## src/logic/oram_macros.svh

```systemverilog
//----------------------------------------------------------------------
// Geometry, cipher and FIFO constants for the bucket cipher stage.
// FifoDepth must cover at least two buckets so that input keeps flowing.
//----------------------------------------------------------------------
`ifndef ORAM_MACROS_SVH
`define ORAM_MACROS_SVH

// Bus and IV widths
`define ChunkBits 128
`define IvBits 64

// Bucket and path layout
`define BktChunks 8
`define IvIndex 3
`define PathBuckets 4

// Buffering per FIFO
`define FifoDepth 16

// Keyed mixing function standing in for the block cipher
`define Rounds 4
`define CipherKey 128'h3c6ef372_a54ff53a_510e527f_9b05688c
`define RoundConst 128'h9e3779b9_7f4a7c15_f39cc060_5cedc834

`endif
```

## src/logic/cipherPkg.sv

```systemverilog
//----------------------------------------------------------------------
// Keystream and direction types. The round number width assumes
// Rounds is a power of two no larger than four.
//----------------------------------------------------------------------
`include "oram_macros.svh"

package cipherPkg;

    //------------------------------------------------------------------
    // Keystream
    //------------------------------------------------------------------

    // Counter going in, keystream block coming out
    typedef logic [`ChunkBits-1:0] ctrBlockT;

    // Index of a mixing round
    typedef logic [$clog2(`Rounds)-1:0] roundIdxT;

    //------------------------------------------------------------------
    // Direction
    //------------------------------------------------------------------

    // Where the current path goes
    // PathWrite sends to DRAM, PathRead returns to the backend
    typedef enum logic {
        PathWrite = 1'b0,
        PathRead  = 1'b1
    } pathDirT;

endpackage

```

## src/logic/bucketPkg.sv

```systemverilog
//----------------------------------------------------------------------
// Bucket and path layout types. Positions are sized from the macros,
// so BktChunks and PathBuckets are expected to be powers of two.
//----------------------------------------------------------------------
`include "oram_macros.svh"

package bucketPkg;

    //------------------------------------------------------------------
    // Payloads
    //------------------------------------------------------------------

    // One bus beat, also one cipher block
    typedef logic [`ChunkBits-1:0] chunkT;

    // Per-bucket IV, carried in the low bits of the IV chunk
    typedef logic [`IvBits-1:0] ivT;

    //------------------------------------------------------------------
    // Positions
    //------------------------------------------------------------------

    // Chunk position inside a bucket
    typedef logic [$clog2(`BktChunks)-1:0] chunkIdxT;

    // Chunk position inside a path
    typedef logic [$clog2(`BktChunks*`PathBuckets)-1:0] pathIdxT;

endpackage

```

## src/logic/pathCipherCtrl.sv

```systemverilog
//----------------------------------------------------------------------
// Joins data and keystream, restores the clear IV, and steers each
// path to DRAM or backend. Direction starts at PathWrite.
//----------------------------------------------------------------------
`timescale 1ns/1ns
`include "oram_macros.svh"

module pathCipherCtrl import bucketPkg::*; import cipherPkg::*; (
    input  logic     Clock,
    input  logic     arstN,
    input  chunkT    dataIn,
    input  logic     dataValid,
    output logic     dataReady,
    input  ctrBlockT ksIn,
    input  logic     ksValid,
    output logic     ksReady,
    output chunkT    dramWData,
    output logic     dramWValid,
    input  logic     dramWReady,
    output chunkT    backendRData,
    output logic     backendRValid,
    input  logic     backendRReady
);

    pathDirT  dir;
    pathIdxT  pathPos;
    chunkIdxT outPos;
    logic     outValid;
    logic     outReady;
    logic     xfer;
    chunkT    xorRes;
    chunkT    outChunk;

    //------------------------------------------------------------------
    // Join and XOR
    //------------------------------------------------------------------

    assign outReady = (dir == PathWrite) ? dramWReady : backendRReady;
    assign outValid = dataValid & ksValid;
    assign xfer     = outValid & outReady;

    // Pop both FIFOs together
    assign dataReady = ksValid & outReady;
    assign ksReady   = dataValid & outReady;

    // Buckets tile the path, so the low bits give the bucket slot
    assign outPos = chunkIdxT'(pathPos % `BktChunks);
    assign xorRes = dataIn ^ chunkT'(ksIn);

    always_comb begin
        outChunk = xorRes;
        // IV travels in clear
        if (outPos == chunkIdxT'(`IvIndex)) outChunk[`IvBits-1:0] = dataIn[`IvBits-1:0];
    end

    //------------------------------------------------------------------
    // Steering
    //------------------------------------------------------------------

    assign dramWData     = outChunk;
    assign backendRData  = outChunk;
    assign dramWValid    = outValid & (dir == PathWrite);
    assign backendRValid = outValid & (dir == PathRead);

    // Flip direction after the last chunk of a path
    always_ff @(posedge Clock or negedge arstN) begin
        if (!arstN) begin
            pathPos <= '0;
            dir     <= PathWrite;
        end else if (xfer) begin
            if (pathPos == pathIdxT'(`BktChunks * `PathBuckets - 1)) begin
                pathPos <= '0;
                dir     <= (dir == PathWrite) ? PathRead : PathWrite;
            end else begin
                pathPos <= pathPos + 1'b1;
            end
        end
    end

endmodule

```

## config.mk

```make
export PLATFORM = sky130hd
export DESIGN_NAME = pathCipherCtrl
export DESIGN_NICKNAME = d
export VERILOG_FILES = /design/src/logic/cipherPkg.sv /design/src/logic/bucketPkg.sv /design/src/logic/pathCipherCtrl.sv
export VERILOG_INCLUDE_DIRS = /design/src /design/src/logic
export SDC_FILE = /design/constraint.sdc
export NUM_CORES = 1
export LEC_CHECK = 0
export ABC_CLOCK_PERIOD_IN_PS = 4300
export BUFFER_PORTS_ARGS = -buffer_cell sky130_fd_sc_hd__buf_2
export CAP_MARGIN = 20
export CORE_AREA = 2 2 202 204
export CTS_BUF_LIST = sky130_fd_sc_hd__clkbuf_2 sky130_fd_sc_hd__clkbuf_4 sky130_fd_sc_hd__clkbuf_8
export CTS_CLUSTER_DIAMETER = 30
export CTS_CLUSTER_SIZE = 14
export DETAILED_ROUTE_END_ITERATION = 6
export DIE_AREA = 0 0 204 206
export HOLD_SLACK_MARGIN = 0.03
export SYNTH_ARGS = -nofsm -noshare
export SYNTH_HDL_FRONTEND = slang
export SYNTH_SLANG_ARGS = --single-unit
```

## constraint.sdc

```tcl
create_clock -name Clock -period 4.3 [get_ports Clock]
set_input_delay 0.215 -clock Clock [delete_from_list [all_inputs] [get_ports Clock]]
set_output_delay 0.215 -clock Clock [all_outputs]
set_load 0.05 [all_outputs]
```

==> reports/metrics.yaml <==
status: "complete, no violations"
critPathMaxStageDelay_ns: 0.39
synthFlopType: "dfrtp_1"
fin_crit_sh_pct: 54.9
die-area_um2: 42000
fin_ws_ns: 1.94
numPortBuffers: 521
grt_start_max_net_pins: 65
cts_max_level: 1
synth_warnings: 0
worstMarginPinSlew_ns: 0.434
finalMaxSlewViolations: 0
clock_latency_ns: 0.22
hold_ws_ns: 0.349
fin_nets: 1017
layout.cells.non_filler: 1283
viasPerCell: 2.83
clk_pin_slew_worst_paths_ns: 0.04
grt.overflow.total: 0
holdCritPathClass: "primary input to async pin"
ys_seq_elements: 6
cts_sinks: 6
syn-cell-area_um2: 2870
vdd_drop_max_mv: 0.218
die_w_um: 204
gp_congestion: 0.874
reg2reg_to: "dir$_DFFE_PN0P_"
cts-buffers-inserted: 3
final_cell_mix: "521 x buf_2, 65 x xor2_1, 64 x nand2b_1, 64 x xnor2_1, 6 x dfrtp_1"
path_cells: "ha_1 -> ha_2 -> buf_12 -> nand2b_1 -> xnor2_1 -> buf_2"
async_flop_share_pct: 100
first_iter_violations: 91
finClkSkew_ns: 0.00295
start_util_pct: 7.13
synth_cell_types: 21
dp_hpwl_um: 12700
layout_commonest_cell: "buf_2"
setup_viol: 0
cts.repair.resized: 0
clock_path_buffers: 2
critPathKind: "flip-flop to primary output"
ys_seq_area_share_pct: 5.24
startpoint_type: "flip-flop"
place_ws_ns: 1.63
arrival_ns: 2.14
crit_fanout: 64
ff2ff_path_depth: 5
final_layout_size_suffix_gt1_share_pct: 71.2
dp_cells: 1277
yosysTopAreaCellShare_pct: 33.5
area.growth.synth_to_final_pct: 82.4
detail_route.first_pass.iterations: 4
drcViolationCount: 0
power.leakage_nw: 2.88
critPathSlowestCell: "dfrtp_1"
synth_enable_flop_cells: 0
coreArea_um2: 40200
hold_viol: 0
worst-r2r-setup-slack_ns: 2.83
antenna_found_initial: 2
power_density_nw_per_um2: 643
die_y_um: 206
cts_tree: "yes"
grt_util_all_layers_pct: 5.39
tns_ns: 0
wl_um: 13700
critPathCaptureType: "primary output"
syn_area_per_cell_um2: 7.98
grt_pass1_wl_um: 16900
routedWlPerCell_um: 10.6
yosys.area.top_type: "buf_4"
power_mw: 3.36
ant_nets: 0
cp.required_ns: 4.09
rows: 74
maxSlewHeadroom_pct: 70.5
grt_pass1_vias: 3016
synth.area.top_cells: "buf_4 34%, xor2_1 20%, xnor2_1 20%"
clockRootBuffer: "clkbuf_8"
synth_fp_nets: 624
drv_cap: 0
rsz0062_at_grt: "false"
clock.fmax_mhz: 424
fin_crit_ns: 2.36
r2r-start: "pathPos[0]$_DFFE_PN0P_"
synthCells: 359
io_pins: 522
postCtsSetupRepairBufs: 0
vias: 3625
Yosys cell counts (2+ instances only):
library cell / instances
and2b_2: 2
clkbuf_1: 7
inv_1: 2
dfrtp_1: 6
ha_1: 3
nor2_1: 3
o21ai_0: 2
xnor2_1: 64
and3_1: 2
mux2_2: 3
buf_4: 128
nand2b_1: 64
xor2_1: 65
sequential cells by signal, indices dropped and copies added, names as in the netlist:
register / flops
pathPos: 5
dir: 1
final cells by class:
cell class	instances	area [µm²]
Multi-Input combinational cell	216	1720
Fill cell	4647	35000
Sequential cell	6	150
Clock buffer	3	41.3
Inverter	2	7.51
Tap cell	532	666
Antenna cell	1	2.50
Timing Repair Buffer	523	2640
critical path: cells and delay by family (launching register included):
kind / cells / cell delay (ns)
fa+ha+maj: 2 / 0.42
flops: 1 / 0.39
buf+inv: 2 / 0.49
simple gates: 1 / 0.26
xor+xnor: 1 / 0.31
kinds of logic (layout without fill, tap and decap cells):
| group | after synthesis | in the layout | synth area share, % |
|---|---|---|---|
| buffers and inverters | 137 | 528 | 34.7 |
| xor gates and xnor gates | 129 | 129 | 39.4 |
| and+or+nand+nor | 76 | 76 | 16.7 |
| DFF | 6 | 6 | 5.24 |
| AOI/OAI and AO/OA | 4 | 4 | 0.961 |
| muxes | 4 | 4 | 1.66 |
| adders and majority gates | 3 | 3 | 1.31 |
| other | 0 | 1 | 0 |
routing by layer:
layer / track usage, % / wire length [µm] / up-vias
li1: - / - / 1753
met4: 0.725 / 155 / 0
met2: 11.3 / 7490 / 300
met1: 5.65 / 4640 / 1564
met3: 0.836 / 1390 / 8
met5: 0 / 0 / -
per-stage QoR:
| step | util, % | instance area (µm²) |
|---|---|---|
| 3_3_place_gp | 12.8 | 5150 |
| 5_1_grt | 13.0 | 5230 |
| 4_1_cts | 13.0 | 5200 |
| 3_5_place_dp | 12.8 | 5150 |
| 2_1_floorplan | - | 2870 |
| 6_report | 13.0 | 5230 |
what timing repair did:
action | 4_1_cts | 5_1_grt
endpoints found under the setup margin | 0 | 0
hold buffers | 1 | 0
endpoints found under the hold margin | 6 | 0
worst max-delay path by stage:
| stage | from | endpoint | slack (ns) | cells past startpoint |
|---|---|---|---|---|
| floorplan | pathPos[0]$_DFFE_PN0P_ | dramWData[10] | 1.65 | 7 |
| global placement | pathPos[0]$_DFFE_PN0P_ | dramWData[32] | 1.72 | 5 |
| detailed placement | pathPos[0]$_DFFE_PN0P_ | dramWData[32] | 1.63 | 5 |
| CTS | pathPos[0]$_DFFE_PN0P_ | dramWData[32] | 1.39 | 5 |
| global route | pathPos[0]$_DFFE_PN0P_ | dramWData[32] | 1.80 | 6 |
| finish | pathPos[0]$_DFFE_PN0P_ | dramWData[32] | 1.94 | 6 |
power breakdown:
| group | switching, mW | internal (mW) | leakage, nW |
|---|---|---|---|
| clock | 0.0252 | 0.0602 | 0.0216 |
| sequential | 0.0172 | 0.0774 | 0.0720 |
| combinational | 2.44 | 0.737 | 2.78 |
No activity file was read; power rests on OpenSTA's default activity.
