## src/logic/oram_macros.svh

```systemverilog
//----------------------------------------------------------------------
// Geometry, cipher and FIFO constants for the bucket cipher stage.
// FifoDepth must cover at least two buckets so that input keeps flowing.
//----------------------------------------------------------------------
`ifndef ORAM_MACROS_SVH
`define ORAM_MACROS_SVH

// Bus and IV widths
`define ChunkBits 128
`define IvBits 64

// Bucket and path layout
`define BktChunks 8
`define IvIndex 3
`define PathBuckets 4

// Buffering per FIFO
`define FifoDepth 16

// Keyed mixing function standing in for the block cipher
`define Rounds 4
`define CipherKey 128'h3c6ef372_a54ff53a_510e527f_9b05688c
`define RoundConst 128'h9e3779b9_7f4a7c15_f39cc060_5cedc834

`endif
```

## src/logic/bucketPkg.sv

```systemverilog
//----------------------------------------------------------------------
// Bucket and path layout types. Positions are sized from the macros,
// so BktChunks and PathBuckets are expected to be powers of two.
//----------------------------------------------------------------------
`include "oram_macros.svh"

package bucketPkg;

    //------------------------------------------------------------------
    // Payloads
    //------------------------------------------------------------------

    // One bus beat, also one cipher block
    typedef logic [`ChunkBits-1:0] chunkT;

    // Per-bucket IV, carried in the low bits of the IV chunk
    typedef logic [`IvBits-1:0] ivT;

    //------------------------------------------------------------------
    // Positions
    //------------------------------------------------------------------

    // Chunk position inside a bucket
    typedef logic [$clog2(`BktChunks)-1:0] chunkIdxT;

    // Chunk position inside a path
    typedef logic [$clog2(`BktChunks*`PathBuckets)-1:0] pathIdxT;

endpackage

```

## src/logic/bucketTracker.sv

```systemverilog
//----------------------------------------------------------------------
// Merges the two input ports and tracks the in-bucket position.
// The backend port wins when both are valid in the same cycle.
//----------------------------------------------------------------------
`timescale 1ns/1ns
`include "oram_macros.svh"

module bucketTracker import bucketPkg::*; (
    input  logic  Clock,
    input  logic  arstN,
    input  chunkT backendWData,
    input  logic  backendWValid,
    output logic  backendWReady,
    input  chunkT dramRData,
    input  logic  dramRValid,
    output logic  dramRReady,
    output chunkT dataOut,
    output logic  dataValid,
    input  logic  dataReady,
    output ivT    ivOut,
    output logic  ivValid,
    input  logic  ivReady
);

    chunkT    inData;
    logic     inValid;
    logic     inReady;
    logic     isIvSlot;
    logic     accept;
    chunkIdxT bktPos;

    //------------------------------------------------------------------
    // Input merge
    //------------------------------------------------------------------

    assign inData  = backendWValid ? backendWData : dramRData;
    assign inValid = backendWValid | dramRValid;

    // DRAM side only sees ready when the backend is idle
    assign backendWReady = inReady;
    assign dramRReady    = inReady & ~backendWValid;

    //------------------------------------------------------------------
    // FIFO feed
    //------------------------------------------------------------------

    assign isIvSlot = (bktPos == chunkIdxT'(`IvIndex));

    // IV chunk goes into both FIFOs in one cycle or not at all
    assign inReady   = dataReady & (~isIvSlot | ivReady);
    assign accept    = inValid & inReady;
    assign dataOut   = inData;
    assign dataValid = inValid & (~isIvSlot | ivReady);
    assign ivOut     = ivT'(inData[`IvBits-1:0]);
    assign ivValid   = inValid & isIvSlot & dataReady;

    // Position of the next accepted chunk
    always_ff @(posedge Clock or negedge arstN) begin
        if (!arstN) begin
            bktPos <= '0;
        end else if (accept) begin
            if (bktPos == chunkIdxT'(`BktChunks - 1)) bktPos <= '0;
            else bktPos <= bktPos + 1'b1;
        end
    end

endmodule

```

## config.mk

```make
export PLATFORM = sky130hd
export DESIGN_NAME = bucketTracker
export DESIGN_NICKNAME = d
export VERILOG_FILES = /design/src/logic/bucketPkg.sv /design/src/logic/bucketTracker.sv
export VERILOG_INCLUDE_DIRS = /design/src /design/src/logic
export SDC_FILE = /design/constraint.sdc
export NUM_CORES = 1
export LEC_CHECK = 0
export BUFFER_PORTS_ARGS = -buffer_cell sky130_fd_sc_hd__buf_2
export CORE_AREA = 2 2 177 179
export DETAILED_ROUTE_END_ITERATION = 8
export DIE_AREA = 0 0 179 181
export PLACE_DENSITY = 0.38
export SLEW_MARGIN = 20
export SYNTH_ARGS = -nofsm -noshare
export SYNTH_HDL_FRONTEND = slang
export SYNTH_SLANG_ARGS = --single-unit
```

## constraint.sdc

```tcl
create_clock -name Clock -period 1.65 [get_ports Clock]
set_input_delay 0 -clock Clock [delete_from_list [all_inputs] [get_ports Clock]]
set_output_delay 0 -clock Clock [all_outputs]
set_load 0.02 [all_outputs]
```

==> flow_summary.toml, run 1 <==
[sta]
fin_ws_ns = 0.06364
min_period_ns = 1.586
timing.hold.ws_ns = 0.1375
worst_slew_pin_slew_ns = 0.4046
clock_skew_ns = 0.002079
max_slew_margin_pct = 73.03
min_period_over_period_pct = 96.14
setup_viol = 0
report.final.hold_viol_count = 0
fin_setup_tns_ns = 0
slew_viol_final = 0
fmax_mhz = 630.4
rsz0062_at_grt = "false"

[cells_and_area]
largest_register = "bktPos"
area.sequential_sq_um = 75.07
largest_reg_flops = 3
stdcell_area_sq_um = 4960
largest_registers = "bktPos x3"
syn_to_final_growth_pct = 91.22
drive_gt1_share_pct = 97.57
fin_nets = 884
multi_input_area_sq_um = 1893
stdcell_count = 1014
n_antenna_cell = 0
fill_cells = 3436

[power]
peakVddDrop_uv = 161.9
leakage_nw = 2.889
power_density_nw_per_um2 = 481.7

[grt]
first_global_vias = 2869
grt_pass1_wl_microns = 16410
antenna_found_initial = 0
overflow = 0
grt_max_degree = 33
grt_use_total_pct = 6.687

[synth]
yosys.area.top_type = "mux2_4"
netlist_instances = 224
synth_top_family_by_area = "multiplexers"
ys_warn_count = 0
synthXorXnorAreaFrac_pct = 0
syn_area_sq_um = 2594
muxShareOfSynthArea_pct = 69.42
yosys_register_bits = 3
synth-simple-area-share_pct = 0.8683
synth_compound_area_share_pct = 1.158
synthesis.nets = 489
synth_fa_ha_area_share_pct = 1.447
netlist.area_leader.share_pct = 50.36
ys_types = 16
ys_seq_area_share_pct = 2.894
synth.area.top_cells = "mux2_4 (50%), mux2_2 (19%), buf_4 (19%)"
synth.avg_cell_area_sq_um = 11.58

[floorplanning]
io_pins = 458
die-area_sq_um = 32400
fp.dieW_microns = 179
core_sq_um = 30350
initial_core_util_pct = 8.546
row_count = 64
die_y_microns = 181

[place]
gp_congestion = 0.7715
hpwl_microns = 11790
post_dp_cell_area_sq_um = 4858
dp_slack_ns = 0.1557
dp.cells = 1008
io_buffers = 457

[route]
vias_per_cell = 3.107
routed-wl-met2_microns = 6527
drt_iter0_markers = 79
via_count = 3150
post_drt_wl_per_cell_microns = 12.57
drt-total-wl_microns = 12740
drc = 0
first_pass_iters = 4
postRouteAntennaNets = 0
wl_met3_microns = 1231
routedLengthMet1_microns = 4912
highest_layer = "met4"

[clock_network]
cts_made_buffers = 3
htree_levels = 1
cts_root_buf = "clkbuf_16"
cts_max_path_buffers = 2
path_clk_slew_ns = 0.03
clock-sinks = 3
clk_latency_ns = 0.22
cts_tree = "yes"

[critical_path]
startpoint = "bktPos[0]"
crit_chain = "ha_1, ha_1, nand2b_1, buf_4, o211ai_2, mux2_2"
critPathMaxFanout = 3
crit_required_ns = 1.75
critical_path.most_common_cell = "ha_1"
start_kind = "flip-flop"
crit_arrival_ns = 1.69
max_stage_delay_ns = 0.39
cp_slowest_cell = "dfrtp_1"
reg2reg_from = "bktPos[0]"
path_buf_inv = 1
crit_path_end_kind = "flip-flop"
crit_type = "reg2reg"
critical-path-top-delay-family = "adder cells"

[run_status]
outcome = "finished clean"

[worst_hold_path]
hold_path.class = "in2async"

[run]
drv_cap = 0
==> placed cells by master, fill, tap and decap left out, drive strengths merged <==
cell	n
mux2i	1
nor2	1
inv	1
nor2b	1
nand2b	1
dfrtp	3
o21a	1
mux2	130
o211ai	1
buf	468
dlygate4sd3	1
clkbuf	4
ha	3
and2	1
o211a	1
==> synth_stat cells (all sizes together) <==
master	number
and2	1
buf	79
dfrtp	3
ha	3
inv	1
mux2	130
mux2i	1
nand2b	1
nor2	1
nor2b	1
o211a	1
o211ai	1
o21a	1
==> worst reg2reg max path, cell delays in order (launching register included) <==
cell	delay, ns
dfrtp_1	0.39
ha_1	0.22
ha_1	0.19
nand2b_1	0.12
buf_4	0.13
o211ai_2	0.11
mux2_2	0.30
==> layer usage <==
layer  track usage [%]  vias up
met5                 0        -
met4             1.008        0
met3             1.094        6
met2             12.68      218
met1             7.884     1404
li1                  -     1522
==> power by group <==
group / switching, mW / internal [mW]
combinational: 0.978 / 0.893
sequential: 0.0221 / 0.113
clock: 0.0637 / 0.319
==> cell families after synthesis <==
family | count (synthesis)
compound gates | 3
flops | 3
buf+inv | 80
fa+ha+maj | 3
simple gates | 4
mux | 131
==> repair_timing <==
item	4_1_cts	5_1_grt
gates resized for setup	0	2
endpoints found under the setup margin	0	1
hold buffers	1	0
setup buffers	0	1
endpoints found under the hold margin	3	0
==> cell type report <==
type	instances	share of cell area, %
inverters	1	0.07568
well taps	396	9.990
clock buffers	4	1.589
flip-flops and latches	3	1.514
multi-input cells	141	38.17
repair buffers	469	48.66
==> worst paths after layout <==
| path | depth (start not counted) | end | slack [ns] |
|---|---|---|---|
| max | 6 | bktPos[0] | 0.06 |
| min | 2 | bktPos[2] | 0.14 |
| max reg2reg | 6 | bktPos[0] | 0.06 |
| min reg2reg | 1 | bktPos[1] | 0.50 |
| max in group asynchronous | 2 | bktPos[0] | 1.40 |
| min in group Clock | 3 | bktPos[2] | 0.15 |
==> stage by stage <==
stage | power (mW) | util, %
3_5_place_dp | 2.010 | 16.01
6_report | 2.389 | 16.34
3_3_place_gp | 2.015 | 16.01
2_1_floorplan | 1.432 | -
4_1_cts | 2.406 | 16.30
5_1_grt | 2.535 | 16.34
No activity file was read; power rests on OpenSTA's default activity.
==> run 2, diff against run 1 <==
--- a/config.mk
+++ b/config.mk
@@ -11,6 +11,7 @@
 export DETAILED_ROUTE_END_ITERATION = 8
 export DIE_AREA = 0 0 179 181
 export PLACE_DENSITY = 0.38
+export RECOVER_POWER = 25
 export SLEW_MARGIN = 20
 export SYNTH_ARGS = -nofsm -noshare
 export SYNTH_HDL_FRONTEND = slang
==> flow_summary.toml, run 2 (synthesis gave the netlist of run 1 again) <==
[run_status]
outcome = "finished clean"

[cells_and_area]
fin_nets = 884
largest_reg_flops = 3
final_cell_mix = "buf_2 (431), mux2_4 (73), mux2_2 (41)"
drive_gt1_share_pct = 90.29
largest_registers = "bktPos x3"
n_antenna_cell = 0
largest_register = "bktPos"
stdcell_area_sq_um = 4846
final_common_cell = "buf_2"
syn_to_final_growth_pct = 86.83

[sta]
setup_viol = 0
fin_setup_tns_ns = 0
min_period_ns = 1.585
min_period_over_period_pct = 96.07
worst_slew_pin_slew_ns = 0.6450
report.final.hold_viol_count = 0
fmax_mhz = 630.8
clock_skew_ns = 0.002079
max_slew_margin_pct = 57.00
rsz0062_at_grt = "false"
slew_viol_final = 0

[clock_network]
cts_made_buffers = 3
clk_latency_ns = 0.22
cts_max_path_buffers = 2
cts_root_buf = "clkbuf_16"
clock-sinks = 3
cts_tree = "yes"
path_clk_slew_ns = 0.03
htree_levels = 1

[route]
drc = 0
wl_met3_microns = 1292
routedLengthMet1_microns = 4923
drt-total-wl_microns = 12790
postRouteAntennaNets = 0
post_drt_wl_per_cell_microns = 12.61
via_count = 3153
highest_layer = "met4"
vias_per_cell = 3.109
routed-wl-met2_microns = 6496
first_pass_iters = 4
drt_iter0_markers = 68

[place]
post_dp_cell_area_sq_um = 4858
gp_congestion = 0.7715
hpwl_microns = 11790
io_buffers = 457

[critical_path]
critical_path.most_common_cell = "ha_1"
r2r_end = "bktPos[0]"
crit_chain = "ha_1, ha_1, nand2b_1, buf_4, o211ai_2, mux2_2"
critPathMaxFanout = 3
crit_path_end_kind = "flip-flop"
reg2reg_from = "bktPos[0]"
critical-path-top-delay-family = "adder cells"
max_stage_delay_ns = 0.39
crit_required_ns = 1.75
crit_arrival_ns = 1.69
start_kind = "flip-flop"
crit_type = "reg2reg"
reg2regPathDepth = 6
cp_slowest_cell = "dfrtp_1"
path_buf_inv = 1
r2r_slack_ns = 0.06

[worst_hold_path]
hold_path.class = "in2reg"
holdPathStages = 3
hold_end = "bktPos[2]"
hold_start = "dataReady"

[power]
peakVddDrop_uv = 161.6
p_total_mw = 2.341
power_density_nw_per_um2 = 483.0
leakage_nw = 2.742

[grt]
antenna_found_initial = 0
first_global_vias = 2869
grt_max_degree = 33
grt_pass1_wl_microns = 16410
overflow = 0
grt_use_total_pct = 6.687

[floorplanning]
fp.dieW_microns = 179
die_y_microns = 181
die-area_sq_um = 32400
io_pins = 458
row_count = 64
core_sq_um = 30350
initial_core_util_pct = 8.546

[run]
drv_cap = 0
[run 2: metal layers]
layer / up-vias / global-route usage (%)
met1: 1405 / 7.884
li1: 1522 / -
met3: 6 / 1.094
met5: - / 0
met2: 220 / 12.68
met4: 0 / 1.008
[run 2: worst max path at each step]
stage	from	endpoint	depth (start not counted)
CTS	bktPos[0]	dramRReady	6
finish	bktPos[0]	bktPos[0]	6
global route	bktPos[0]	bktPos[0]	6
detailed placement	bktPos[0]	bktPos[0]	5
floorplan	bktPos[0]	dramRReady	5
global placement	bktPos[0]	bktPos[0]	5
[run 2: repair_timing]
action                                  CTS  global route
hold buffers                              1             0
hold endpoints to repair                  3             0
gates resized for setup                   0             2
setup buffers                             0             1
endpoints found under the setup margin    0             1
[run 2: power breakdown]
part / switching, mW / leakage (nW) / internal (mW)
clock: 0.0637 / 0.0382 / 0.319
combinational: 0.975 / 2.67 / 0.848
sequential: 0.0221 / 0.0350 / 0.113
total: 1.06 / 2.74 / 1.28
[run 2: area by class of cell]
class                           instances  area, sq um
Tap cell                              396        495.5
Sequential cell                         3        75.07
Fill cell                            3474        25500
Inverter                                1        3.754
Clock buffer                            4        78.83
Timing Repair Buffer                  469         2352
Multi-Input combinational cell        141         1841
[run 2: worst min-delay path: stages]
cell      delay, ns
buf_2          0.12
o211ai_2       0.11
mux2i_1        0.09
[run 2: stage by stage]
step	hold WS [ns]	setup WS, ns	util [%]	std cells
2_1_floorplan	-0.2956	0.1464	-	224
3_3_place_gp	-0.1954	0.1804	16.01	1008
3_5_place_dp	-0.1926	0.1557	16.01	1008
4_1_cts	0.1519	0.02684	16.30	1013
5_1_grt	0.1752	0.001789	15.97	1014
6_report	0.1509	0.06479	15.97	1014
==> run 3, diff against run 2 <==
==> constraint.sdc (replaced) <==
create_clock -name Clock -period 1.5 [get_ports Clock]
set_input_delay 0 -clock Clock [delete_from_list [all_inputs] [get_ports Clock]]
set_output_delay 0 -clock Clock [all_outputs]
set_load 0.02 [all_outputs]
==> flow_summary.toml, run 3 (synthesis gave the netlist of run 1 again) <==
[grt]
grt_use_total_pct = 6.574
overflow = 0
grt_pass1_wl_microns = 16520
antenna_found_initial = 1
first_global_vias = 3070
grt_max_degree = 32

[sta]
max_slew_margin_pct = 73.17
rsz0062_at_grt = "true"
min_period_ns = 1.453
slew_viol_final = 0
setup_viol = 0
clock_skew_ns = 0.00003508
fmax_mhz = 688.3
min_period_over_period_pct = 96.86
report.final.hold_viol_count = 0
worst_slew_pin_slew_ns = 0.4024

[power]
peakVddDrop_uv = 733.4
clkPwrFrac_pct = 15.6
power_switching_share_pct = 44.86
share_comb_of_total_power_pct = 78.8
leakage_nw = 2.805
p_switching_mw = 1.210
power_density_nw_per_um2 = 545.4
p_total_mw = 2.696
intPower_mw = 1.487
p_seq_share_pct = 5.5

[critical_path]
crit_type = "reg2out"
crit_required_ns = 1.50
start_kind = "flip-flop"
crit_arrival_ns = 1.45
crit_path_end_kind = "output pin"
critPathMaxFanout = 3

[cells_and_area]
largest_register = "bktPos"
stdcell_area_sq_um = 4943
drive_gt1_share_pct = 91.73
fin_util_pct = 16.29
largest_reg_flops = 3
syn_to_final_growth_pct = 90.59
area.sequential_sq_um = 75.07
largest_registers = "bktPos x3"
fill_cells = 3481
final_cell_mix = "buf_2 (425), mux2_4 (87), mux2_2 (35)"
final_common_cell = "buf_2"
multi_input_area_sq_um = 1923
fin_nets = 883

[place]
post_dp_cell_area_sq_um = 4853
gp_congestion = 0.7454
io_buffers = 457
hpwl_microns = 11490

[run_status]
outcome = "finished clean"

[clock_network]
cts_root_buf = "clkbuf_16"
clk_latency_ns = 0.22
clock-sinks = 3
cts_tree = "yes"
path_clk_slew_ns = 0.03
cts_max_path_buffers = 2
htree_levels = 1
cts_made_buffers = 3

[route]
postRouteAntennaNets = 0
drc = 0
post_drt_wl_per_cell_microns = 12.51
first_pass_iters = 4
drt_iter0_markers = 38
drt-total-wl_microns = 12680
via_count = 3180
vias_per_cell = 3.136

[floorplanning]
row_count = 64
initial_core_util_pct = 8.546
io_pins = 458
core_sq_um = 30350
die-area_sq_um = 32400
fp.dieW_microns = 179
die_y_microns = 181

[worst_hold_path]
hold_path.class = "in2async"

[run]
drv_cap = 0
-- run 3: cell types whose count changed in the layout (fill, tap and decap cells not counted), moves of 2 or more --
cell	before	now
mux2_4	73	87
mux2_1	16	8
ha_1	3	1
mux2_2	41	35
buf_2	431	425
clkbuf_1	30	33
-- run 3: worst paths after layout --
path	from	endpoint	slack (ns)	cells after the start
worst max-delay path	bktPos[0]	dramRReady	0.05	6
worst min-delay path	arstN	bktPos[1]	0.15	2
worst max register to register	bktPos[0]	bktPos[1]	0.14	5
worst min register to register	bktPos[1]	bktPos[1]	0.53	1
max in group asynchronous	arstN	bktPos[0]	1.19	2
min in group Clock	dataReady	bktPos[2]	0.15	3
-- run 3: critical path, stage by stage, from the launching register on --
cell and delay [ns]:
dfrtp_1 0.38, ha_2 0.22, ha_4 0.17, nand2b_4 0.07, and2_4 0.15, nor2b_4 0.13
buf_6 0.12
-- run 3: stage by stage --
| stage | setup TNS, ns | instances | worst slack (ns) | hold WS, ns |
|---|---|---|---|---|
| final | 0 | 1014 | 0.04708 | 0.1454 |
| after global routing | -0.003700 | 1014 | -0.003700 | 0.1761 |
| after CTS | 0 | 1013 | 0.05165 | 0.1387 |
| after detailed placement | 0 | 1007 | 0.02970 | -0.1984 |
| after global placement | 0 | 1007 | 0.05179 | -0.1973 |
| after floorplan | 0 | 224 | 0.07726 | -0.2956 |
-- run 3: cell type report --
type / count / area share [%]
Sequential cell: 3 / 1.519
Antenna cell: 1 / 0.05062
Clock buffer: 4 / 1.595
Tap cell: 396 / 10.02
Inverter: 1 / 0.07593
Multi-Input combinational cell: 141 / 38.90
Timing Repair Buffer: 468 / 47.84
-- run 3: power by group through the flow --
stage          clock network, mW  logic, mW  registers [mW]
5_1_grt                    0.437       2.29           0.160
3_5_place_dp                   0       2.10           0.147
4_1_cts                    0.426       2.16           0.148
6_report                   0.422       2.13           0.149
3_3_place_gp                   0       2.10           0.147
2_1_floorplan                  0       1.43           0.144
-- run 3: what timing repair did --
item                                    CTS  global route
gates resized for setup                   7             1
hold buffers                              1             0
hold endpoints to repair                  3             0
pin swaps                                 2             1
setup buffers                             1             0
endpoints found under the setup margin    3             1
-- run 3: metal layers --
| layer | GRT usage, % | up-vias | share of wire [%] | routed length [microns] |
|---|---|---|---|---|
| li1 | - | 1517 | - | - |
| met1 | 6.655 | 1387 | 33 | 4236 |
| met2 | 14.12 | 269 | 55 | 6948 |
| met3 | 0.6524 | 7 | 11 | 1400 |
| met4 | 0.9431 | 0 | 0.76 | 97 |
| met5 | 0 | - | 0 | 0 |
