<file path="src/logic/oram_macros.svh">
//----------------------------------------------------------------------
// Geometry, cipher and FIFO constants for the bucket cipher stage.
// FifoDepth must cover at least two buckets so that input keeps flowing.
//----------------------------------------------------------------------
`ifndef ORAM_MACROS_SVH
`define ORAM_MACROS_SVH

// Bus and IV widths
`define ChunkBits 128
`define IvBits 64

// Bucket and path layout
`define BktChunks 8
`define IvIndex 3
`define PathBuckets 4

// Buffering per FIFO
`define FifoDepth 16

// Keyed mixing function standing in for the block cipher
`define Rounds 4
`define CipherKey 128'h3c6ef372_a54ff53a_510e527f_9b05688c
`define RoundConst 128'h9e3779b9_7f4a7c15_f39cc060_5cedc834

`endif
</file>
<file path="src/logic/chunkFifo.sv">
//----------------------------------------------------------------------
// Synchronous FIFO for any payload type. Head is shown combinationally.
// Ready depends only on the fill count.
//----------------------------------------------------------------------
`timescale 1ns/1ns
`include "oram_macros.svh"

module chunkFifo #(
    parameter type payloadT = logic,
    parameter int  Depth    = `FifoDepth
) (
    input  logic    Clock,
    input  logic    arstN,
    input  payloadT inData,
    input  logic    inValid,
    output logic    inReady,
    output payloadT outData,
    output logic    outValid,
    input  logic    outReady
);

    localparam int PtrBits = (Depth > 1) ? $clog2(Depth) : 1;
    localparam int CntBits = $clog2(Depth + 1);

    payloadT            mem [Depth];
    logic [PtrBits-1:0] wrPtr;
    logic [PtrBits-1:0] rdPtr;
    logic [CntBits-1:0] fill;
    logic               push;
    logic               pop;

    // Pointer step with wrap at Depth
    function automatic logic [PtrBits-1:0] nextPtr(input logic [PtrBits-1:0] ptr);
        return (ptr == PtrBits'(Depth - 1)) ? '0 : ptr + 1'b1;
    endfunction

    assign inReady  = (fill != CntBits'(Depth));
    assign outValid = (fill != '0);
    assign outData  = mem[rdPtr];
    assign push     = inValid & inReady;
    assign pop      = outValid & outReady;

    always_ff @(posedge Clock) begin
        if (push) begin
            mem[wrPtr] <= inData;
        end
    end

    always_ff @(posedge Clock or negedge arstN) begin
        if (!arstN) begin
            wrPtr <= '0;
            rdPtr <= '0;
            fill  <= '0;
        end else begin
            if (push) wrPtr <= nextPtr(wrPtr);
            if (pop) rdPtr <= nextPtr(rdPtr);
            // Simultaneous push and pop leaves the count alone
            if (push && !pop) fill <= fill + 1'b1;
            else if (pop && !push) fill <= fill - 1'b1;
        end
    end

endmodule

</file>
<file path="config.mk">
export PLATFORM = sky130hd
export DESIGN_NAME = chunkFifo
export DESIGN_NICKNAME = d
export VERILOG_FILES = /design/src/logic/chunkFifo.sv
export VERILOG_INCLUDE_DIRS = /design/src /design/src/logic
export SDC_FILE = /design/constraint.sdc
export NUM_CORES = 1
export LEC_CHECK = 0
export ABC_CLOCK_PERIOD_IN_PS = 7900
export BUFFER_PORTS_ARGS = -buffer_cell sky130_fd_sc_hd__buf_2
export CORE_AREA = 5 5 55 57
export DETAILED_ROUTE_END_ITERATION = 16
export DIE_AREA = 0 0 60 62
export GPL_ROUTABILITY_DRIVEN = 1
export PLACE_DENSITY_LB_ADDON = 0.2
export SETUP_SLACK_MARGIN = 0.2
export SYNTH_ARGS = -nofsm -noshare
export SYNTH_HDL_FRONTEND = slang
export SYNTH_SLANG_ARGS = --single-unit
export TNS_END_PERCENT = 1
</file>
<file path="constraint.sdc">
create_clock -name Clock -period 7.9 [get_ports Clock]
set_clock_uncertainty 0.15 [all_clocks]
set_input_delay 1.58 -clock Clock [delete_from_list [all_inputs] [get_ports Clock]]
set_output_delay 1.58 -clock Clock [all_outputs]
set_load 0.01 [all_outputs]
</file>
==> metrics, run 1 <==
CTS Buf Count 5; largest fanout on the critical path 11; reg-to-reg startpoint fill[0]; Die Span Y 62 um; n_diodes 0; IO buf count 7; Synth-to-Final Area Change 7.59%; xor/xnor share of the synthesized area 2.89%; Routed Antenna Nets 0; global-route wire length before repair around 4700 um; largest family of logic cells by synthesized area simple AND/OR/NAND/NOR gates; largest net degree at the start of global routing 17; Max VDD drop between 0.0002 and 0.0003 V; cell leakage power between 0.6 and 0.7 nW; r2r setup slk between 4 and 5 ns; vias in the first global route 978; RSZ-0062 raised after global routing no; DRC errors left 0; min Tclk post-route 3.88 ns; Worst setup SP type primary input; Core Rows 18; power per cell area 379 nW/um^2; CP endpoint fill[4]; Synth Area in Adders 8.75%; Yosys cell types 37; placed insts between 150 and 200; Detail Placement HPWL 1860 um; htree depth 2; Mapped Cells approximately 130; Worst EP required 7.95 ns; Tcrit/Tclk final between 40 and 50%; Worst-Margin Slew 0.693 ns; nets approximately 150; max frequency 0.258 GHz; initial antenna violation count 0; Resized cells post-CTS 0; Initial Utilization 62.3%; Synth Warn # 0; endpoints failing setup 0; Hold Vio Cnt, Final 0; Hold Crit Depth 2; CTS max path bufs 2; worst skew pair latency 0.32 ns; Setup TNS 0 ns; Ports 8; hold buffers post-CTS 0; outcome finished clean; RR Endpoint fill[4]; drt pass-1 iters 4; die width 60 um; Post-Syn Area 1520 um^2; GP Congestion 0.816; clock sinks 29; full die area 3720 um^2; total wire length around 2700 um; Critical path origin inValid; max cap viols 0; Arrival @ worst endpoint 3.93 ns; sequential area share after synthesis between 50% and 60%; Synth Area in Simple Gates between 10% and 20%; initial drt markers 59; TritonCTS clock tree built; Max-Slew Margin vs Limit 53.7%; GRT Util Overall 17.4%; Fillers between 150 and 200; synthesis-stage register bit count 29; Wirelength per Cell 16.1 um; Hold Crit Class flop to flop; post-synth net total 141; R2R depth 8; worst setup path class primary input to flop; clock tree root buffer cell clkbuf_4; compound-cell area share of the yosys netlist 9.98%; Remaining Overflow, GRT 0; ratio of cells with drive above 1 in the final layout 16.3%; Slew Viols, Final 0; vias per inst 5.85; setup bufs post-CTS 0; fin cells around 170; post-synthesis mux area share 8.99%; Clk pin slew, worst setup/hold paths 0.09 ns; core area 2430 um^2; Mean Syn Cell Area 12.0 um^2; via count 966; Setup crit end kind flop
==> power breakdown <==
part           leakage [nW]  switching (W)  internal (W)
Sequential            0.300      0.0000684      0.000202
Combinational         0.295       0.000113      0.000119
Clock                0.0399      0.0000512     0.0000658
Total                 0.636       0.000232      0.000386
==> final cells by class <==
cell class	count	area, um^2	share of cell area [%]
sequential	29	806	49.4
clock inverter	2	33.8	2.07
inverter	3	11.3	0.690
timing repair buffer	7	35.0	2.15
tap	30	37.5	2.30
multi-input combinational	88	667	40.9
clock buffer	6	41.3	2.53
==> cells in the mapped netlist, drive strengths merged <==
| master | n | area (um^2) |
|---|---|---|
| nand3 | 4 | 20.0 |
| nor2b | 1 | 6.26 |
| a21boi | 1 | 7.51 |
| a21o | 4 | 31.3 |
| a21oi | 4 | 20.0 |
| nor4 | 1 | 6.26 |
| nand2b | 3 | 18.8 |
| o32a | 1 | 10.0 |
| ha | 9 | 113 |
| nor2 | 13 | 48.8 |
| a311oi | 1 | 8.76 |
| edfxtp | 16 | 480 |
| dfrtp | 13 | 325 |
| a22o | 1 | 8.76 |
| o31ai | 1 | 7.51 |
| nor3 | 8 | 40.0 |
| a2111oi | 1 | 8.76 |
| inv | 3 | 11.3 |
| mux2 | 2 | 26.3 |
| a211oi | 1 | 7.51 |
| xnor2 | 3 | 26.3 |
| fa | 1 | 20.0 |
| mux2i | 2 | 20.0 |
| o21ai | 6 | 41.3 |
| buf | 4 | 23.8 |
| xor2 | 2 | 17.5 |
| clkbuf | 2 | 8.75 |
| and3 | 1 | 6.26 |
| mux4 | 4 | 90.1 |
| or4 | 1 | 11.3 |
| nand2 | 12 | 45.0 |
==> stage by stage <==
stage / hold WS (ns) / power, W / utilization, % / instance area (um^2) / setup slack (ns)
6_report: 0.410 / 0.000619 / 67.1 / 1630 / 4.02
5_1_grt: 0.474 / 0.000673 / 67.1 / 1630 / 3.75
4_1_cts: 0.413 / 0.000624 / 67.1 / 1630 / 4.03
3_5_place_dp: 0.393 / 0.000505 / 64.0 / 1560 / 3.69
3_3_place_gp: 0.386 / 0.000491 / 64.0 / 1560 / 3.85
2_1_floorplan: 0.351 / 0.000454 / - / 1520 / 4.30
==> worst min-delay path by stage <==
stage	slack, ns	to	from
after floorplan	0.35	fill[3]	fill[3]
after global placement	0.39	fill[2]	fill[2]
after detailed placement	0.39	fill[2]	fill[2]
after CTS	0.41	fill[2]	fill[2]
after global routing	0.47	fill[0]	fill[0]
final	0.41	fill[2]	fill[2]
==> critical path: stages <==
cell and delay (ns):
buf_2 0.08, a21boi_1 0.57, ha_1 0.32, inv_1 0.14, fa_1 0.42, a21o_1 0.20
a2111oi_0 0.47, o31ai_1 0.15
==> metal layers <==
| layer | GRT usage [%] | vias up | wire length, um | part of all wire, % |
|---|---|---|---|---|
| li1 | - | 477 | - | - |
| met1 | 22.8 | 460 | 1200 | 45 |
| met3 | 4.96 | 6 | 122 | 4.6 |
| met2 | 28.2 | 23 | 1290 | 49 |
| met4 | 5.70 | 0 | 38 | 1.4 |
| met5 | 0 | - | 0 | 0 |
==> registers in the layout, indices dropped and copies added, names as in the netlist <==
register  flops
rdPtr         4
fill          5
wrPtr         4
mem          16
==> layout by cell type, fill, tap and decap left out, types with 4 or more instances in the layout <==
cell,n
edfxtp_1,16
o21ai_0,5
nor3_1,8
nand2_1,12
mux4_2,4
buf_2,7
dfrtp_1,13
nor2_1,13
a21oi_1,4
nand3_1,4
clkbuf_4,5
ha_1,9
==> cell families (layout without fill, tap and decap cells) <==
logic type | Yosys count | in the layout
xor+xnor | 5 | 5
flops | 29 | 29
buf+inv | 9 | 18
simple gates | 44 | 44
fa+ha+maj | 10 | 10
compound gates | 21 | 21
mux | 8 | 8
(Power assumes the default switching activity.)
==> run 2: changes to the inputs <==
--- a/config.mk
+++ b/config.mk
@@ -6,11 +6,11 @@
 export SDC_FILE = /design/constraint.sdc
 export NUM_CORES = 1
 export LEC_CHECK = 0
-export ABC_CLOCK_PERIOD_IN_PS = 7900
+export ABC_CLOCK_PERIOD_IN_PS = 3850
 export BUFFER_PORTS_ARGS = -buffer_cell sky130_fd_sc_hd__buf_2
-export CORE_AREA = 5 5 55 57
+export CORE_AREA = 5 5 57 59
 export DETAILED_ROUTE_END_ITERATION = 16
-export DIE_AREA = 0 0 60 62
+export DIE_AREA = 0 0 62 64
 export GPL_ROUTABILITY_DRIVEN = 1
 export PLACE_DENSITY_LB_ADDON = 0.2
 export SETUP_SLACK_MARGIN = 0.2
==> constraint.sdc (replaced) <==
create_clock -name Clock -period 3.85 [get_ports Clock]
set_clock_uncertainty 0.15 [all_clocks]
set_input_delay 0.77 -clock Clock [delete_from_list [all_inputs] [get_ports Clock]]
set_output_delay 0.77 -clock Clock [all_outputs]
set_load 0.01 [all_outputs]
==> run 2 against run 1 <==
Effect of this change:
- global-route usage decreased by 2.0 points
- design area increased by 0.54%
- sequential share of layout area decreased by 0.26 points
- clock power increased by 100%
- combinational power increased by 110%
- flip-flop and latch count unchanged
- non-clock buffer count increased by 1
- critical path type is now flop to flop
- largest power group unchanged
- highest routed layer unchanged
==> metrics, run 2 (synthesis results as in run 1) <==
hold_ws 0.166 ns (-0.244 ns); reg-to-reg startpoint fill[1]; Setup crit end kind flop; power per cell area 771 nW/um^2 (+100%); Switching Fraction 37.1% (-0.49 points); Routed Antenna Nets 0 (unchanged); max FFs per register 16 (unchanged); cell leakage power 0.640 nW (+0.76%); setup bufs post-CTS 0 (unchanged); clock sinks 29 (unchanged); Clk pin slew, worst setup/hold paths 0.09 ns (about the same); Slew Viols, Final 0 (unchanged); Worst EP required 3.90 ns (-4.05 ns); Hold Crit Class primary input to asynchronous set/reset pin; max cap viols 0 (unchanged); most frequent cells in the layout edfxtp_1 (16), nor2_1 (13), dfrtp_1 (13), nand2_1 (12), ha_1 (9); most flop-heavy register mem; Arrival @ worst endpoint 3.17 ns (-0.76 ns); met1 GRT Util 21.2% (-1.7 points); die width 62 um (+3.3%); IO buf count 7 (unchanged); Power Internal 0.000795 W (+110%); TritonCTS clock tree built; n_diodes 0 (unchanged); CTS max path bufs 2 (unchanged); Fillers 234 (+29%); htree depth 2 (unchanged); Clock power frac 18.8% (about the same); initial antenna violation count 0 (unchanged); Psw 0.000468 W (+100%); Max VDD drop 0.000564 V (+130%); Setup TNS 0 ns (unchanged); R2R depth 8 (unchanged); Die Span Y 64 um (+3.2%); Max-Slew Margin vs Limit 67.6% (+14 points); commonest non-fill, non-tap cell in the layout edfxtp_1; initial drt markers 69 (+17%); Worst setup SP type flop; busiest grt layer met1; clock tree root buffer cell clkbuf_4; met3 Use GR 6.24% (+1.3 points); hold buffers post-CTS 0 (unchanged); largest net degree at the start of global routing 17 (unchanged); GRT Util Overall 15.5% (-2.0 points); largest fanout on the critical path 6 (-5); nets 150 (+0.67%); Multi-input gate area 667 um^2 (unchanged); CTS Buf Count 5 (unchanged); DRC errors left 0 (unchanged); Final Power 0.00126 W (+100%); Ports 8 (unchanged); RSZ-0062 raised after global routing no; global-route wire length before repair 4430 um (-5.2%); Worst-Margin Slew 0.482 ns (-0.212 ns); core area 2660 um^2 (+9.5%); Core Rows 19 (+1); endpoints failing setup 0 (unchanged); Hold Vio Cnt, Final 0 (unchanged); vias in the first global route 968 (-1.0%); Synth-to-Final Area Change 8.17%; met2 GRT Util 20.7% (-7.5 points); Remaining Overflow, GRT 0 (unchanged); full die area 3970 um^2 (+6.7%); share of power burned in registers 43.4% (-0.2 points); RR Endpoint fill[4]; vias per inst 5.67 (-3.1%); outcome finished clean; GP Congestion 0.777 (-4.8%); max frequency 0.321 GHz; Initial Utilization 57.0% (-5.4 points); min Tclk post-route around 3.1 ns; worst setup path class flop to flop; total wire length 2460 um (-7.1%); r2r setup slk 0.74 ns (-3.96 ns); drt pass-1 iters 4 (unchanged); total area of sequential cells 806 um^2 (unchanged); Resized cells post-CTS 0 (unchanged); part of the power in combinational logic 37.8% (+0.3 points); ratio of cells with drive above 1 in the final layout 16.9% (+0.62 points); Detail Placement HPWL 1790 um (-3.6%); biggest regs mem (16), fill (5); Tcrit/Tclk final 80.9%; via count 947 (-2.0%); worst skew pair latency 0.32 ns (about the same); Wirelength per Cell 14.7 um (-8.2%)
-- run 2: cell types whose count changed in the layout (fill, tap and decap cells not counted) --
cell,change
buf_4,+1
-- run 2: worst max path at each step --
stage | startpoint | end | slack (ns) | cells after the start
floorplan | fill[1] | fill[4] | 1.01 | 8
global placement | fill[1] | fill[4] | 0.91 | 8
detailed placement | fill[1] | fill[4] | 0.76 | 8
CTS | fill[1] | fill[4] | 0.74 | 8
global route | fill[1] | fill[4] | 0.52 | 9
finish | fill[1] | fill[4] | 0.74 | 8
-- run 2: critical path, stage by stage (launching register included) --
cell,delay [ns]
dfrtp_1,0.44
or4_4,0.56
o21ai_4,0.22
ha_1,0.24
inv_1,0.13
fa_1,0.42
a21o_1,0.21
a2111oi_0,0.47
o31ai_1,0.14
-- run 2: power by group through the flow --
stage	Combinational [W]	Sequential, W	Clock [W]
after CTS	0.000481	0.000552	0.000245
after global routing	0.000539	0.000569	0.000265
after global placement	0.000462	0.000552	0
final	0.000478	0.000549	0.000237
after detailed placement	0.000477	0.000559	0
after floorplan	0.000448	0.000484	0
-- run 2: routing by layer --
layer  up-vias  wire, um
met4         0        76
met5         -         0
met1       438      1170
li1        481         -
met3         8       145
met2        20      1070
-- run 2: layout make-up --
| class | count | share of cell area (%) |
|---|---|---|
| Clock buffer | 6 | 2.52 |
| Multi-Input combinational cell | 88 | 40.7 |
| Tap cell | 31 | 2.36 |
| Timing Repair Buffer | 8 | 2.59 |
| Inverter | 3 | 0.687 |
| Clock inverter | 2 | 2.06 |
| Sequential cell | 29 | 49.1 |
-- run 2: through the flow --
stage	setup WS, ns	utilization [%]	std cells	area (um^2)
after global placement	0.905	58.8	159	1570
after detailed placement	0.761	58.8	159	1570
after floorplan	1.01	-	126	1520
after global routing	0.524	61.6	167	1640
final	0.735	61.6	167	1640
after CTS	0.736	61.6	167	1640
==> run 3: changes to the inputs <==
--- a/config.mk
+++ b/config.mk
@@ -6,7 +6,7 @@
 export SDC_FILE = /design/constraint.sdc
 export NUM_CORES = 1
 export LEC_CHECK = 0
-export ABC_CLOCK_PERIOD_IN_PS = 3850
+export ABC_CLOCK_PERIOD_IN_PS = 3200
 export BUFFER_PORTS_ARGS = -buffer_cell sky130_fd_sc_hd__buf_2
 export CORE_AREA = 5 5 57 59
 export DETAILED_ROUTE_END_ITERATION = 16
==> constraint.sdc (replaced) <==
create_clock -name Clock -period 3.2 [get_ports Clock]
set_clock_uncertainty 0.15 [all_clocks]
set_input_delay 0.64 -clock Clock [delete_from_list [all_inputs] [get_ports Clock]]
set_output_delay 0.64 -clock Clock [all_outputs]
set_load 0.01 [all_outputs]
==> run 3 against run 2 <==
Effect of this change:
- first-iteration DRC count grew to 2.5 times the previous value
- sequential share of layout area decreased by 1.0 points
- sequential power up 23%
- clock power up 22%
- via count is 5.6% higher
- die area did not move
- hold slack got worse by 0.13 ns
- largest power group unchanged
- highest routed layer unchanged
==> metrics, run 3 (synthesis results as in run 1) <==
initial drt markers 173 (+150%); worst setup path class flop to flop; total wire length 2820 um (+15%); CTS Buf Count 5 (unchanged); die width 62 um (unchanged); DRC errors left 0 (unchanged); power per cell area 948 nW/um^2 (+23%); RSZ-0062 raised after global routing yes; Arrival @ worst endpoint 2.92 ns (-0.25 ns); met3 Use GR 6.24% (unchanged); Detail Placement HPWL 2040 um (+14%); biggest regs mem (16), fill (5); Tcrit/Tclk final 89.3% (+8.3 points); Ports 8 (unchanged); Hold Vio Cnt, Final 0 (unchanged); nets 151 (+0.67%); global-route wire length before repair 4720 um (+6.5%); Max-Slew Margin vs Limit 76.1% (+8.5 points); initial antenna violation count 0 (unchanged); Setup crit end kind flop; TritonCTS clock tree built; Wirelength per Cell 16.8 um (+14%); final worst slack 0.344 ns (-0.391 ns); endpoints failing setup 0 (unchanged); clock tree root buffer cell clkbuf_4; vias per inst 5.95 (+5.0%); Clk pin slew, worst setup/hold paths 0.09 ns (about the same); met1 GRT Util 20.4% (-0.77 points); drt pass-1 iters 4 (unchanged); max frequency 0.350 GHz (+9.1%); worst skew pair latency 0.33 ns (about the same); Routed Antenna Nets 0 (unchanged); cell leakage power 0.644 nW (+0.50%); full die area 3970 um^2 (unchanged); met2 GRT Util 26.0% (+5.3 points); Remaining Overflow, GRT 0 (unchanged); via count 1,000 (+5.6%); n_diodes 0 (unchanged); clock sinks 29 (unchanged); Die Span Y 64 um (unchanged); min Tclk post-route 2.86 ns (-0.259 ns); max cap viols 0 (unchanged); CTS max path bufs 2 (unchanged); IO buf count 7 (unchanged); commonest non-fill, non-tap cell in the layout edfxtp_1; outcome finished clean; Hold Crit Class primary input to asynchronous set/reset pin; Post-Place Setup Slack 0.153 ns (-0.607 ns); Worst setup SP type flop; max FFs per register 16 (unchanged); htree depth 2 (unchanged); GP Congestion 0.742 (-4.5%); most flop-heavy register mem; Slew Viols, Final 0 (unchanged); most frequent cells in the layout edfxtp_1 (16), nor2_1 (13), nand2_1 (12), dfrtp_1 (10); Setup TNS 0 ns (unchanged); Worst-Margin Slew 0.358 ns (-0.124 ns); core area 2660 um^2 (unchanged); busiest grt layer met2; largest net degree at the start of global routing 17 (unchanged); Worst EP required 3.26 ns (-0.64 ns); Max VDD drop 0.000636 V (+13%); Initial Utilization 57.0% (unchanged); ratio of cells with drive above 1 in the final layout 23.4% (+6.4 points); vias in the first global route 1,025 (+5.9%); GRT Util Overall 16.7% (+1.2 points); r2r setup slk 0.34 ns (-0.39 ns); largest fanout on the critical path 6 (unchanged); Synth-to-Final Area Change 11.0%; Core Rows 19 (unchanged)
==> run 3: worst max-delay path, cell delays in order, from the launching register on <==
cell       delay [ns]
dfrtp_2          0.45
or4_4            0.56
o21ai_4          0.19
ha_4             0.17
inv_1            0.12
fa_2             0.38
a21o_1           0.22
a2111oi_2        0.38
o31ai_1          0.12
==> run 3: path summary, 6_finish.rpt <==
kind / startpoint / depth (start not counted) / end
max: fill[1] / 8 / fill[4]
min: arstN / 1 / fill[4]
max in group asynchronous: arstN / 1 / fill[1]
max reg2reg: fill[1] / 8 / fill[4]
min in group Clock: fill[0] / 1 / fill[0]
min reg2reg: fill[0] / 1 / fill[0]
==> run 3: final cells by class <==
cell class,instances,area (um^2)
Clock buffer,6,41.3
Tap cell,31,38.8
Timing Repair Buffer,9,50.0
Multi-Input combinational cell,88,698
Clock inverter,2,33.8
Sequential cell,29,810
Fill cell,218,980
Inverter,3,11.3
==> run 3: where the power goes <==
group          internal [W]  total, W  switching [W]  leakage, nW
registers          0.000502  0.000673       0.000171        0.297
clock network      0.000162  0.000288       0.000125       0.0399
logic              0.000325  0.000634       0.000309        0.306
total              0.000990   0.00159       0.000605        0.644
==> run 3: through the flow <==
stage               cell area (um^2)  power (W)  hold WS [ns]  utilization (%)  std cells
floorplan                       1520    0.00112         0.194                -        126
global placement                1570    0.00122         0.391             58.8        159
detailed placement              1570    0.00126         0.393             58.8        159
CTS                             1650    0.00157        0.0287             62.1        168
global route                    1680    0.00172        0.0331             63.2        168
finish                          1680    0.00159        0.0326             63.2        168
==> run 3: timing repair <==
action	4_1_cts	5_1_grt
setup endpoints to repair	1	2
pin swaps	1	0
setup buffers	1	0
hold buffers	0	0
gates cloned	0	0
gates resized for setup	3	7
==> run 3: per-layer routing <==
metal	part of all wire, %	up-vias
met5	0	-
met2	50	23
li1	-	483
met1	42	488
met3	5.6	6
met4	1.9	0
